$ cat config.mk
export PLATFORM = sky130hd
export DESIGN_NAME = chess_ctrl
export DESIGN_NICKNAME = d
export VERILOG_FILES = /design/src/logic/axi_lite_pkg.sv /design/src/logic/chess_ctrl_pkg.sv /design/src/logic/chess_ctrl.sv /design/src/logic/ctrl_axi_read.sv /design/src/logic/ctrl_read_mux.sv /design/src/logic/position_regs.sv /design/src/logic/ctrl_axi_write.sv
export SDC_FILE = /design/constraint.sdc
export NUM_CORES = 1
export LEC_CHECK = 0
export ABC_AREA = 1
export BUFFER_PORTS_ARGS = -buffer_cell sky130_fd_sc_hd__buf_4
export CAP_MARGIN = 20
export CORE_AREA = 5 5 297 299
export CTS_BUF_LIST = sky130_fd_sc_hd__clkbuf_4
export CTS_CLUSTER_DIAMETER = 40
export DETAILED_ROUTE_END_ITERATION = 8
export DIE_AREA = 0 0 302 304
export SYNTH_ARGS = -nofsm -noshare
export SYNTH_HDL_FRONTEND = slang
export SYNTH_SLANG_ARGS = --single-unit
$ cat constraint.sdc
create_clock -name clk -period 2.4 [get_ports clk]
set_clock_uncertainty 0.2 [all_clocks]
set_input_delay 0.48 -clock clk [delete_from_list [all_inputs] [get_ports clk]]
set_output_delay 0.48 -clock clk [all_outputs]
set_load 0.005 [all_outputs]
$ cat src/logic/axi_lite_pkg.sv
package axi_lite_pkg;

   localparam int addr_w      = 40;
   localparam int data_w      = 32;
   localparam int strb_w      = data_w / 8;
   localparam int prot_w      = 3;
   localparam int byte_off_w  = $clog2(strb_w);
   localparam int word_addr_w = 14;             // Register word address

   typedef enum logic [1:0] {
      OKAY   = 2'b00,
      EXOKAY = 2'b01,
      SLVERR = 2'b10,
      DECERR = 2'b11
   } axi_resp_e;

   // One accepted AW/W pair, valid for a single cycle
   typedef struct packed {
      logic                   strobe;
      logic [word_addr_w-1:0] addr;
      logic [data_w-1:0]      data;
   } axi_wr_req_t;

endpackage
$ cat src/logic/chess_ctrl_pkg.sv
package chess_ctrl_pkg;

   localparam int rank_w      = 32;             // 8 squares of 4 bits
   localparam int ranks       = 8;
   localparam int board_w     = rank_w * ranks;
   localparam int rank_idx_w  = $clog2(ranks);
   localparam int pos_idx_w   = 8;
   localparam int half_move_w = 8;
   localparam int eval_w      = 24;
   localparam int uci_w       = 16;             // Promotion, from, to

   typedef enum logic [axi_lite_pkg::word_addr_w-1:0] {
      CTRL        = 14'd0,
      MOVE_INDEX  = 14'd1,
      SIDE        = 14'd2,
      HALF_MOVE   = 14'd3,
      BOARD0      = 14'd8,
      BOARD1      = 14'd9,
      BOARD2      = 14'd10,
      BOARD3      = 14'd11,
      BOARD4      = 14'd12,
      BOARD5      = 14'd13,
      BOARD6      = 14'd14,
      BOARD7      = 14'd15,
      MOVE_EVAL   = 14'd134,
      MOVE_COUNT  = 14'd135,
      MOVE_UCI    = 14'd139,
      MOVE_BOARD0 = 14'd172,
      MOVE_BOARD1 = 14'd173,
      MOVE_BOARD2 = 14'd174,
      MOVE_BOARD3 = 14'd175,
      MOVE_BOARD4 = 14'd176,
      MOVE_BOARD5 = 14'd177,
      MOVE_BOARD6 = 14'd178,
      MOVE_BOARD7 = 14'd179
   } reg_addr_e;

   typedef struct packed {
      logic new_board_valid;
      logic clear_moves;
      logic use_random_bit;
      logic soft_reset;
   } ctrl_t;

   typedef struct packed {
      logic                   white_to_move;
      logic [3:0]             castle_mask;
      logic [3:0]             en_passant_col;
      logic [half_move_w-1:0] half_move;
      logic [board_w-1:0]     board;     // Rank 0 in the low bits
   } position_t;

   typedef struct packed {
      logic idle;
      logic moves_ready;                 // All moves generated
      logic move_ready;                  // Indexed move valid
      logic mate;
      logic stalemate;
      logic check;
   } gen_status_t;

   typedef struct packed {
      logic signed [eval_w-1:0] eval;
      logic [pos_idx_w-1:0]     move_count;
      logic [uci_w-1:0]         uci;
      logic [board_w-1:0]       board;
   } move_result_t;

endpackage

$ cat src/logic/chess_ctrl.sv
`timescale 1ns/1ps

module chess_ctrl
(
   input  logic                                 clk,
   input  logic                                 arst_n,
   input  logic [axi_lite_pkg::addr_w-1:0]      awaddr,
   input  logic [axi_lite_pkg::prot_w-1:0]      awprot,
   input  logic                                 awvalid,
   input  logic [axi_lite_pkg::data_w-1:0]      wdata,
   input  logic [axi_lite_pkg::strb_w-1:0]      wstrb,
   input  logic                                 wvalid,
   input  logic                                 bready,
   input  logic [axi_lite_pkg::addr_w-1:0]      araddr,
   input  logic [axi_lite_pkg::prot_w-1:0]      arprot,
   input  logic                                 arvalid,
   input  logic                                 rready,
   output logic                                 awready,
   output logic                                 wready,
   output logic                                 bvalid,
   output axi_lite_pkg::axi_resp_e              bresp,
   output logic                                 arready,
   output logic                                 rvalid,
   output logic [axi_lite_pkg::data_w-1:0]      rdata,
   output axi_lite_pkg::axi_resp_e              rresp,
   input  chess_ctrl_pkg::gen_status_t          gen_status,
   input  chess_ctrl_pkg::move_result_t         move_result,
   output chess_ctrl_pkg::ctrl_t                ctrl,
   output logic [chess_ctrl_pkg::pos_idx_w-1:0] move_index,
   output chess_ctrl_pkg::position_t            position
);

   import axi_lite_pkg::*;

   axi_wr_req_t            wr_req;
   logic [word_addr_w-1:0] rd_addr;
   logic [data_w-1:0]      sel_data;

   ctrl_axi_write u_write
   (
      .clk     (clk),
      .arst_n  (arst_n),
      .awaddr  (awaddr),
      .awvalid (awvalid),
      .wdata   (wdata),
      .wvalid  (wvalid),
      .bready  (bready),
      .awready (awready),
      .wready  (wready),
      .bvalid  (bvalid),
      .bresp   (bresp),
      .wr_req  (wr_req)
   );

   position_regs u_regs
   (
      .clk        (clk),
      .arst_n     (arst_n),
      .wr_req     (wr_req),
      .ctrl       (ctrl),
      .move_index (move_index),
      .position   (position)
   );

   ctrl_read_mux u_mux
   (
      .rd_addr     (rd_addr),
      .ctrl        (ctrl),
      .move_index  (move_index),
      .position    (position),
      .gen_status  (gen_status),
      .move_result (move_result),
      .rdata       (sel_data)
   );

   ctrl_axi_read u_read
   (
      .clk      (clk),
      .arst_n   (arst_n),
      .araddr   (araddr),
      .arvalid  (arvalid),
      .rready   (rready),
      .sel_data (sel_data),
      .arready  (arready),
      .rd_addr  (rd_addr),
      .rvalid   (rvalid),
      .rdata    (rdata),
      .rresp    (rresp)
   );

endmodule

$ cat src/logic/ctrl_axi_read.sv
`timescale 1ns/1ps

module ctrl_axi_read
(
   input  logic                                 clk,
   input  logic                                 arst_n,
   input  logic [axi_lite_pkg::addr_w-1:0]      araddr,
   input  logic                                 arvalid,
   input  logic                                 rready,
   input  logic [axi_lite_pkg::data_w-1:0]      sel_data,
   output logic                                 arready,
   output logic [axi_lite_pkg::word_addr_w-1:0] rd_addr,
   output logic                                 rvalid,
   output logic [axi_lite_pkg::data_w-1:0]      rdata,
   output axi_lite_pkg::axi_resp_e              rresp
);

   import axi_lite_pkg::*;

   logic accept;

   assign arready = !rvalid;                     // One read in flight
   assign accept  = arvalid && arready;
   assign rd_addr = araddr[word_addr_w+byte_off_w-1:byte_off_w];
   assign rresp   = OKAY;

   always_ff @(posedge clk or negedge arst_n)
   begin
      if (!arst_n)
         rvalid <= 1'b0;
      else if (accept)
         rvalid <= 1'b1;
      else if (rready)
         rvalid <= 1'b0;
   end

   always_ff @(posedge clk)
   begin
      if (accept)
         rdata <= sel_data;                      // Held until R accepted
   end

endmodule

$ cat src/logic/ctrl_read_mux.sv
`timescale 1ns/1ps

module ctrl_read_mux
(
   input  logic [axi_lite_pkg::word_addr_w-1:0] rd_addr,
   input  chess_ctrl_pkg::ctrl_t                ctrl,
   input  logic [chess_ctrl_pkg::pos_idx_w-1:0] move_index,
   input  chess_ctrl_pkg::position_t            position,
   input  chess_ctrl_pkg::gen_status_t          gen_status,
   input  chess_ctrl_pkg::move_result_t         move_result,
   output logic [axi_lite_pkg::data_w-1:0]      rdata
);

   import axi_lite_pkg::*;
   import chess_ctrl_pkg::*;

   reg_addr_e             addr;
   logic [rank_idx_w-1:0] pos_rank;
   logic [rank_idx_w-1:0] move_rank;
   logic [data_w-1:0]     eval_word;
   logic [data_w-1:0]     uci_word;

   function automatic logic [rank_w-1:0] rank_of
   (
      input logic [board_w-1:0]    board,
      input logic [rank_idx_w-1:0] idx
   );
      return board[idx*rank_w +: rank_w];
   endfunction

   assign addr      = reg_addr_e'(rd_addr);
   assign pos_rank  = rank_idx_w'(addr - BOARD0);
   assign move_rank = rank_idx_w'(addr - MOVE_BOARD0);
   assign eval_word = {{(data_w-eval_w){move_result.eval[eval_w-1]}}, move_result.eval};

   // Row and column fields each padded with a zero bit above
   assign uci_word = data_w'({move_result.uci[15:12], 1'b0, move_result.uci[11:9],
                              1'b0, move_result.uci[8:6], 1'b0, move_result.uci[5:3],
                              1'b0, move_result.uci[2:0]});

   always_comb
   begin
      rdata = '0;
      if (addr inside {[BOARD0:BOARD7]})
         rdata = data_w'(rank_of(position.board, pos_rank));
      else if (addr inside {[MOVE_BOARD0:MOVE_BOARD7]})
         rdata = data_w'(rank_of(move_result.board, move_rank));
      else
         case (addr)
            CTRL:
            begin
               rdata[0]  = ctrl.new_board_valid;
               rdata[1]  = ctrl.clear_moves;
               rdata[2]  = gen_status.moves_ready;
               rdata[3]  = gen_status.move_ready;
               rdata[4]  = gen_status.stalemate;
               rdata[5]  = gen_status.mate;
               rdata[7]  = gen_status.idle;
               rdata[10] = gen_status.check;
               rdata[30] = ctrl.use_random_bit;
               rdata[31] = ctrl.soft_reset;
            end
            MOVE_INDEX: rdata = data_w'(move_index);
            SIDE:
               rdata = data_w'({position.white_to_move, position.castle_mask,
                                position.en_passant_col});
            HALF_MOVE:  rdata = data_w'(position.half_move);
            MOVE_EVAL:  rdata = eval_word;
            MOVE_COUNT: rdata = data_w'(move_result.move_count);
            MOVE_UCI:   rdata = uci_word;
            default:    rdata = '0;        // Unmapped
         endcase
   end

endmodule

$ cat src/logic/position_regs.sv
`timescale 1ns/1ps

module position_regs
(
   input  logic                                clk,
   input  logic                                arst_n,
   input  axi_lite_pkg::axi_wr_req_t           wr_req,
   output chess_ctrl_pkg::ctrl_t               ctrl,
   output logic [chess_ctrl_pkg::pos_idx_w-1:0] move_index,
   output chess_ctrl_pkg::position_t           position
);

   import chess_ctrl_pkg::*;

   reg_addr_e             wr_addr;
   logic                  board_hit;
   logic [rank_idx_w-1:0] board_off;

   assign wr_addr   = reg_addr_e'(wr_req.addr);
   assign board_hit = wr_addr inside {[BOARD0:BOARD7]};
   assign board_off = rank_idx_w'(wr_addr - BOARD0);

   always_ff @(posedge clk or negedge arst_n)
   begin
      if (!arst_n)
      begin
         ctrl       <= '0;
         move_index <= '0;
         position   <= '0;
      end
      else if (wr_req.strobe)
      begin
         case (wr_addr)
            CTRL:
            begin
               ctrl.new_board_valid <= wr_req.data[0];
               ctrl.clear_moves     <= wr_req.data[1];
               ctrl.use_random_bit  <= wr_req.data[30];
               ctrl.soft_reset      <= wr_req.data[31];
            end
            MOVE_INDEX:
               move_index <= wr_req.data[pos_idx_w-1:0];
            SIDE:
               {position.white_to_move, position.castle_mask, position.en_passant_col}
                  <= wr_req.data[8:0];
            HALF_MOVE:
               position.half_move <= wr_req.data[half_move_w-1:0];
            default:
               if (board_hit)
                  position.board[board_off*rank_w +: rank_w] <= wr_req.data[rank_w-1:0];
         endcase
      end
   end

endmodule

$ cat src/logic/ctrl_axi_write.sv
`timescale 1ns/1ps

module ctrl_axi_write
(
   input  logic                            clk,
   input  logic                            arst_n,
   input  logic [axi_lite_pkg::addr_w-1:0] awaddr,
   input  logic                            awvalid,
   input  logic [axi_lite_pkg::data_w-1:0] wdata,
   input  logic                            wvalid,
   input  logic                            bready,
   output logic                            awready,
   output logic                            wready,
   output logic                            bvalid,
   output axi_lite_pkg::axi_resp_e         bresp,
   output axi_lite_pkg::axi_wr_req_t       wr_req
);

   import axi_lite_pkg::*;

   typedef enum logic {
      IDLE,
      RESP
   } state_e;

   state_e                 state_q;
   state_e                 state_d;
   logic                   ready_q;
   logic                   accept;
   logic                   strobe_q;
   logic [word_addr_w-1:0] addr_q;
   logic [data_w-1:0]      data_q;

   assign accept = ready_q && awvalid && wvalid;   // Address and data together

   always_comb
   begin
      state_d = state_q;
      case (state_q)
         IDLE:
            if (accept)
               state_d = RESP;
         RESP:
            if (bready)
               state_d = IDLE;
         default:
            state_d = IDLE;
      endcase
   end

   always_ff @(posedge clk or negedge arst_n)
   begin
      if (!arst_n)
      begin
         state_q  <= IDLE;
         ready_q  <= 1'b0;                       // Low while in reset
         strobe_q <= 1'b0;
      end
      else
      begin
         state_q  <= state_d;
         ready_q  <= (state_d == IDLE);
         strobe_q <= accept;
      end
   end

   always_ff @(posedge clk)
   begin
      if (accept)
      begin
         addr_q <= awaddr[word_addr_w+byte_off_w-1:byte_off_w];
         data_q <= wdata;
      end
   end

   assign awready = ready_q;
   assign wready  = ready_q;
   assign bvalid  = (state_q == RESP);
   assign bresp   = OKAY;
   assign wr_req  = '{strobe: strobe_q, addr: addr_q, data: data_q};

endmodule

==> results.txt <==
The number of hold violations in the final report is 0. The floorplan die height came out at approximately 300 um. The capturing point of the worst reg2reg path is u_regs.position[199].

The net count of the finished layout is 3845. The routed via count came out at 21710. The switching power total is 4.261 mW. The synthesized design spends more area on one cell type than any other, namely sky130_fd_sc_hd__dfrtp_1. By startpoint and endpoint, the worst setup path is classified as in -> reg. The die covers 91810 um^2.

A synthesized cell averages 7.730 um^2. The max-slew violation count is 0. In this run, the combinational gates consume 14.6% of the power. Leaving out fill and tap cells, the most frequent cell in the layout is sky130_fd_sc_hd__nand2_1. The total clock buffers created by CTS is 104.

The wire length of the first global-routing pass is 145.5 mm. The clock latency on the worst-skew pair is 0.90 ns. The register clock-pin slew on the reported worst setup and hold paths is around 0.06 ns. The worst hold path terminates at u_read.rdata[7]. The length in cells of the worst reg-to-reg path came out at 10. For this design the ratio of total power to cell area is 510.9 nW/um^2.

Data on the critical path is required at its endpoint by 2.86 ns. The number of rows created at floorplan is 107. The total DRC errors in the routed layout is 0. The count of distinct cell types in the synthesized netlist came out at 37.

The maximum single-stage delay on the critical path is slightly above 0.6 ns. The horizontal die dimension is 302 um. The reg2reg setup slack came out at 0.08 ns.

The worst register-to-register path begins at u_write.addr_q[1]. The H-tree was split into 3 levels. The count of flip-flops with a built-in enable after synthesis came out at 78. Entering global routing, the biggest net connects 65 pins. The startpoint identified for the worst hold timing path is move_result[199]. Setup repair after global routing could not meet its margin everywhere. The placement-stage cell area is approximately 27000 um^2. The remaining global-route overflow came out at 0. The worst setup path is launched from an input pin. The measured slew at the worst slew-check pin is 0.6354 ns.

Summing all non-filler instances in the final layout gives an area of 29950 um^2. For this design, the slowest cell found on the critical path is sky130_fd_sc_hd__dlygate4sd3_1. The total global-route track usage came out at between 20% and 30%. TritonCTS built the clock tree. Fill cells in the final layout number about 9000. The count of mapped cells out of synthesis is 2409. The via count normalized by instance count is 4.683. The internal cell power is ~11 mW. The smallest clock period supported by the final layout is computed as 2.439 ns.

The buffer depth of the longest clock path came out at 3. The number of I/O port buffers came out at 698. The share of power burned in the clock network is 41.9%.

Of all flip-flops after synthesis, the portion carrying an async set or reset was 78.75%. The signal on the critical path passes through dlygate4sd3_1, buf_4, nand2_1, nand2_1, dlygate4sd3_1, o21ai_0, nand2_1, dlygate4sd3_1, nand2_1, nand4_1. The share of synthesized area occupied by flip-flops and latches is between 50% and 60%. The standby leakage power came out at 14.86 nW.

The placeable core region came out at ~85000 um^2. Net switching is between 20% and 30% of the power. The checks that failed: negative setup slack. In the synthesized netlist the dominant register cell turns out to be sky130_fd_sc_hd__dfrtp_1. Synthesis inferred about 370 register bits. Setup violations remaining at the end of the flow were counted as 1.

The maximum fanout encountered on the critical timing path came out at 1. Clock tree synthesis selected as its root buffer the cell sky130_fd_sc_hd__clkbuf_4. The critical path endpoint category is a register. The worst vdd rail ir drop is 483.5 uV. The kind of path behind the tightest hold check is in -> reg. Derived from the worst setup path, the maximum achievable clock frequency is 0.4100 GHz.

Yosys attributes the largest share of cell area to sky130_fd_sc_hd__dfrtp_1, sky130_fd_sc_hd__nand2_1, sky130_fd_sc_hd__edfxtp_1. Once the floorplan was initialized, standard cells occupied 21.94% of the core. The number of global-route vias before repair is 21210. The data arrival at the endpoint of the critical path is 2.90 ns.

The final layout contains routed wiring with a total length of ~110 mm. The share of the synthesized area in the top cell type came out at approximately 39%. The count of nets left with antenna violations after detail routing is 0. For this run, the detailed router's first-pass iteration total came to 6. In this design, the critical path's most frequently occurring cell is sky130_fd_sc_hd__nand2_1.

The initial antenna violation count came out at 10. The top cell types in the final layout, fill and taps aside, are sky130_fd_sc_hd__nand2_1, sky130_fd_sc_hd__buf_4, sky130_fd_sc_hd__dfrtp_1, sky130_fd_sc_hd__o21ai_0, sky130_fd_sc_hd__dlygate4sd3_1. After the first detailed-routing iteration, the DRC count stood at 1984. The fraction of layout cells with a size suffix above 1 came out at 31.34%.

Setup slack on the critical path of the routed design comes to -0.03895 ns. The flow ran to the end, but the final reports show violations. After detailed routing, the average wire length per cell comes to 22.73 um. The congestion estimate from routability-driven global placement came to 0.9219. The count of warnings emitted by yosys came out at 0. From synthesis to final layout, the design area changed by 60.83%. At the placement stage, the worst setup path has a slack of -0.001566 ns. The worst slew margin relative to its limit is just under 60%. The part of the cycle the worst path needs is 101.6%. The number of clock sinks came out at 367. The cell depth of the worst hold path came out at 6.

Detailed placement finished with a half-perimeter wire length of 78.61 mm. The share of total power in sequential cells came out at 43.5%. 765 I/O pins were placed.

The post-synthesis cell area is 18620 um^2. The number of max-cap violations came out at 0.
Yosys cell counts (5+ instances only):
cell type / number
sky130_fd_sc_hd__nand3_1: 132
sky130_fd_sc_hd__nand4_1: 122
sky130_fd_sc_hd__buf_1: 9
sky130_fd_sc_hd__buf_2: 57
sky130_fd_sc_hd__ha_1: 5
sky130_fd_sc_hd__a22oi_1: 33
sky130_fd_sc_hd__clkbuf_1: 79
sky130_fd_sc_hd__dfrtp_1: 289
sky130_fd_sc_hd__buf_4: 6
sky130_fd_sc_hd__nor2_1: 94
sky130_fd_sc_hd__edfxtp_1: 78
sky130_fd_sc_hd__a21oi_1: 31
sky130_fd_sc_hd__nand3b_1: 10
sky130_fd_sc_hd__o21ai_0: 255
sky130_fd_sc_hd__nand2_1: 977
sky130_fd_sc_hd__inv_1: 143
sky130_fd_sc_hd__o21ai_1: 48
final cells by class:
class	count	area (um^2)	share of cell area, %
Sequential cell	367	9574	31.97
Timing Repair Buffer	1036	8977	29.97
Multi-Input combinational cell	1747	7951	26.55
Tap cell	1144	1431	4.779
Clock buffer	160	1201	4.011
Inverter	145	550.5	1.838
Clock inverter	32	249.0	0.8313
Antenna cell	6	15.01	0.05013
flip-flops by register name, indices dropped and copies added (netlist names):
register and flops:
u_write.data_q 32, u_regs.ctrl 4, u_write.addr_q 14, u_regs.position 273, u_write.bvalid 1, u_read.rvalid 1, u_regs.move_index 8, u_read.rdata 32
u_write.awready 1, u_write.strobe_q 1
stage by stage:
| stage | cells | power [mW] | hold WS, ns | utilization [%] | setup TNS, ns |
|---|---|---|---|---|---|
| floorplan | 2412 | 7.391 | -0.01559 | - | 0 |
| global placement | 4262 | 8.737 | 0.2091 | 31.25 | 0 |
| detailed placement | 4262 | 8.746 | 0.2078 | 31.25 | -0.001566 |
| CTS | 4619 | 15.41 | 0.003486 | 34.92 | 0 |
| global route | 4634 | 15.97 | 0.03280 | 35.28 | -0.02123 |
| finish | 4637 | 15.30 | 0.08625 | 35.29 | -0.03895 |
routing by layer:
layer	up-vias	share of wire, %	global-route usage, %
met1	10390	40	26.83
met4	8	3.9	8.044
met2	1112	46	34.19
met5	-	0.055	0
li1	10010	-	-
met3	201	11	7.263
critical path: cells and delay by family:
kind | cells | cell delay, ns
and+or+nand+nor | 5 | 0.39
AOI/OAI and AO/OA | 1 | 0.15
buffers and inverters | 4 | 1.87
worst max-delay path by stage:
stage                     slack, ns  cells after the start                   end              start
after floorplan                0.14                     10   u_regs.position[10]  u_write.addr_q[0]
after global placement        0.002                     11       u_read.rdata[7]          araddr[3]
after detailed placement     -0.002                     11       u_read.rdata[7]          araddr[3]
after CTS                     0.009                      9  u_regs.position[206]  u_write.addr_q[1]
after global routing          -0.01                     10  u_regs.position[203]  u_write.addr_q[1]
final                         -0.04                     10       u_read.rdata[1]    move_result[97]
kinds of logic after synthesis:
kind of cell	after synthesis	share of synthesized area [%]
compound gates	375	10.66
fa+ha+maj	5	0.3360
flops	367	51.41
other cells	1	0.02014
simple gates	1363	31.02
buf+inv	298	6.558
power by group through the flow:
stage | clock network [mW] | registers (mW) | logic (mW)
after global routing | 6.91 | 6.66 | 2.40
after detailed placement | 0 | 6.77 | 1.98
after floorplan | 0 | 6.73 | 0.662
after global placement | 0 | 6.77 | 1.97
final | 6.40 | 6.66 | 2.24
after CTS | 6.57 | 6.65 | 2.19
repair_timing:
action | 4_1_cts | 5_1_grt
hold buffers | 165 | 0
setup endpoints to repair | 0 | 164
setup buffers | 0 | 8
gates resized for setup | 0 | 28
hold endpoints to repair | 421 | 0
Power figures use the tool's default switching activity.
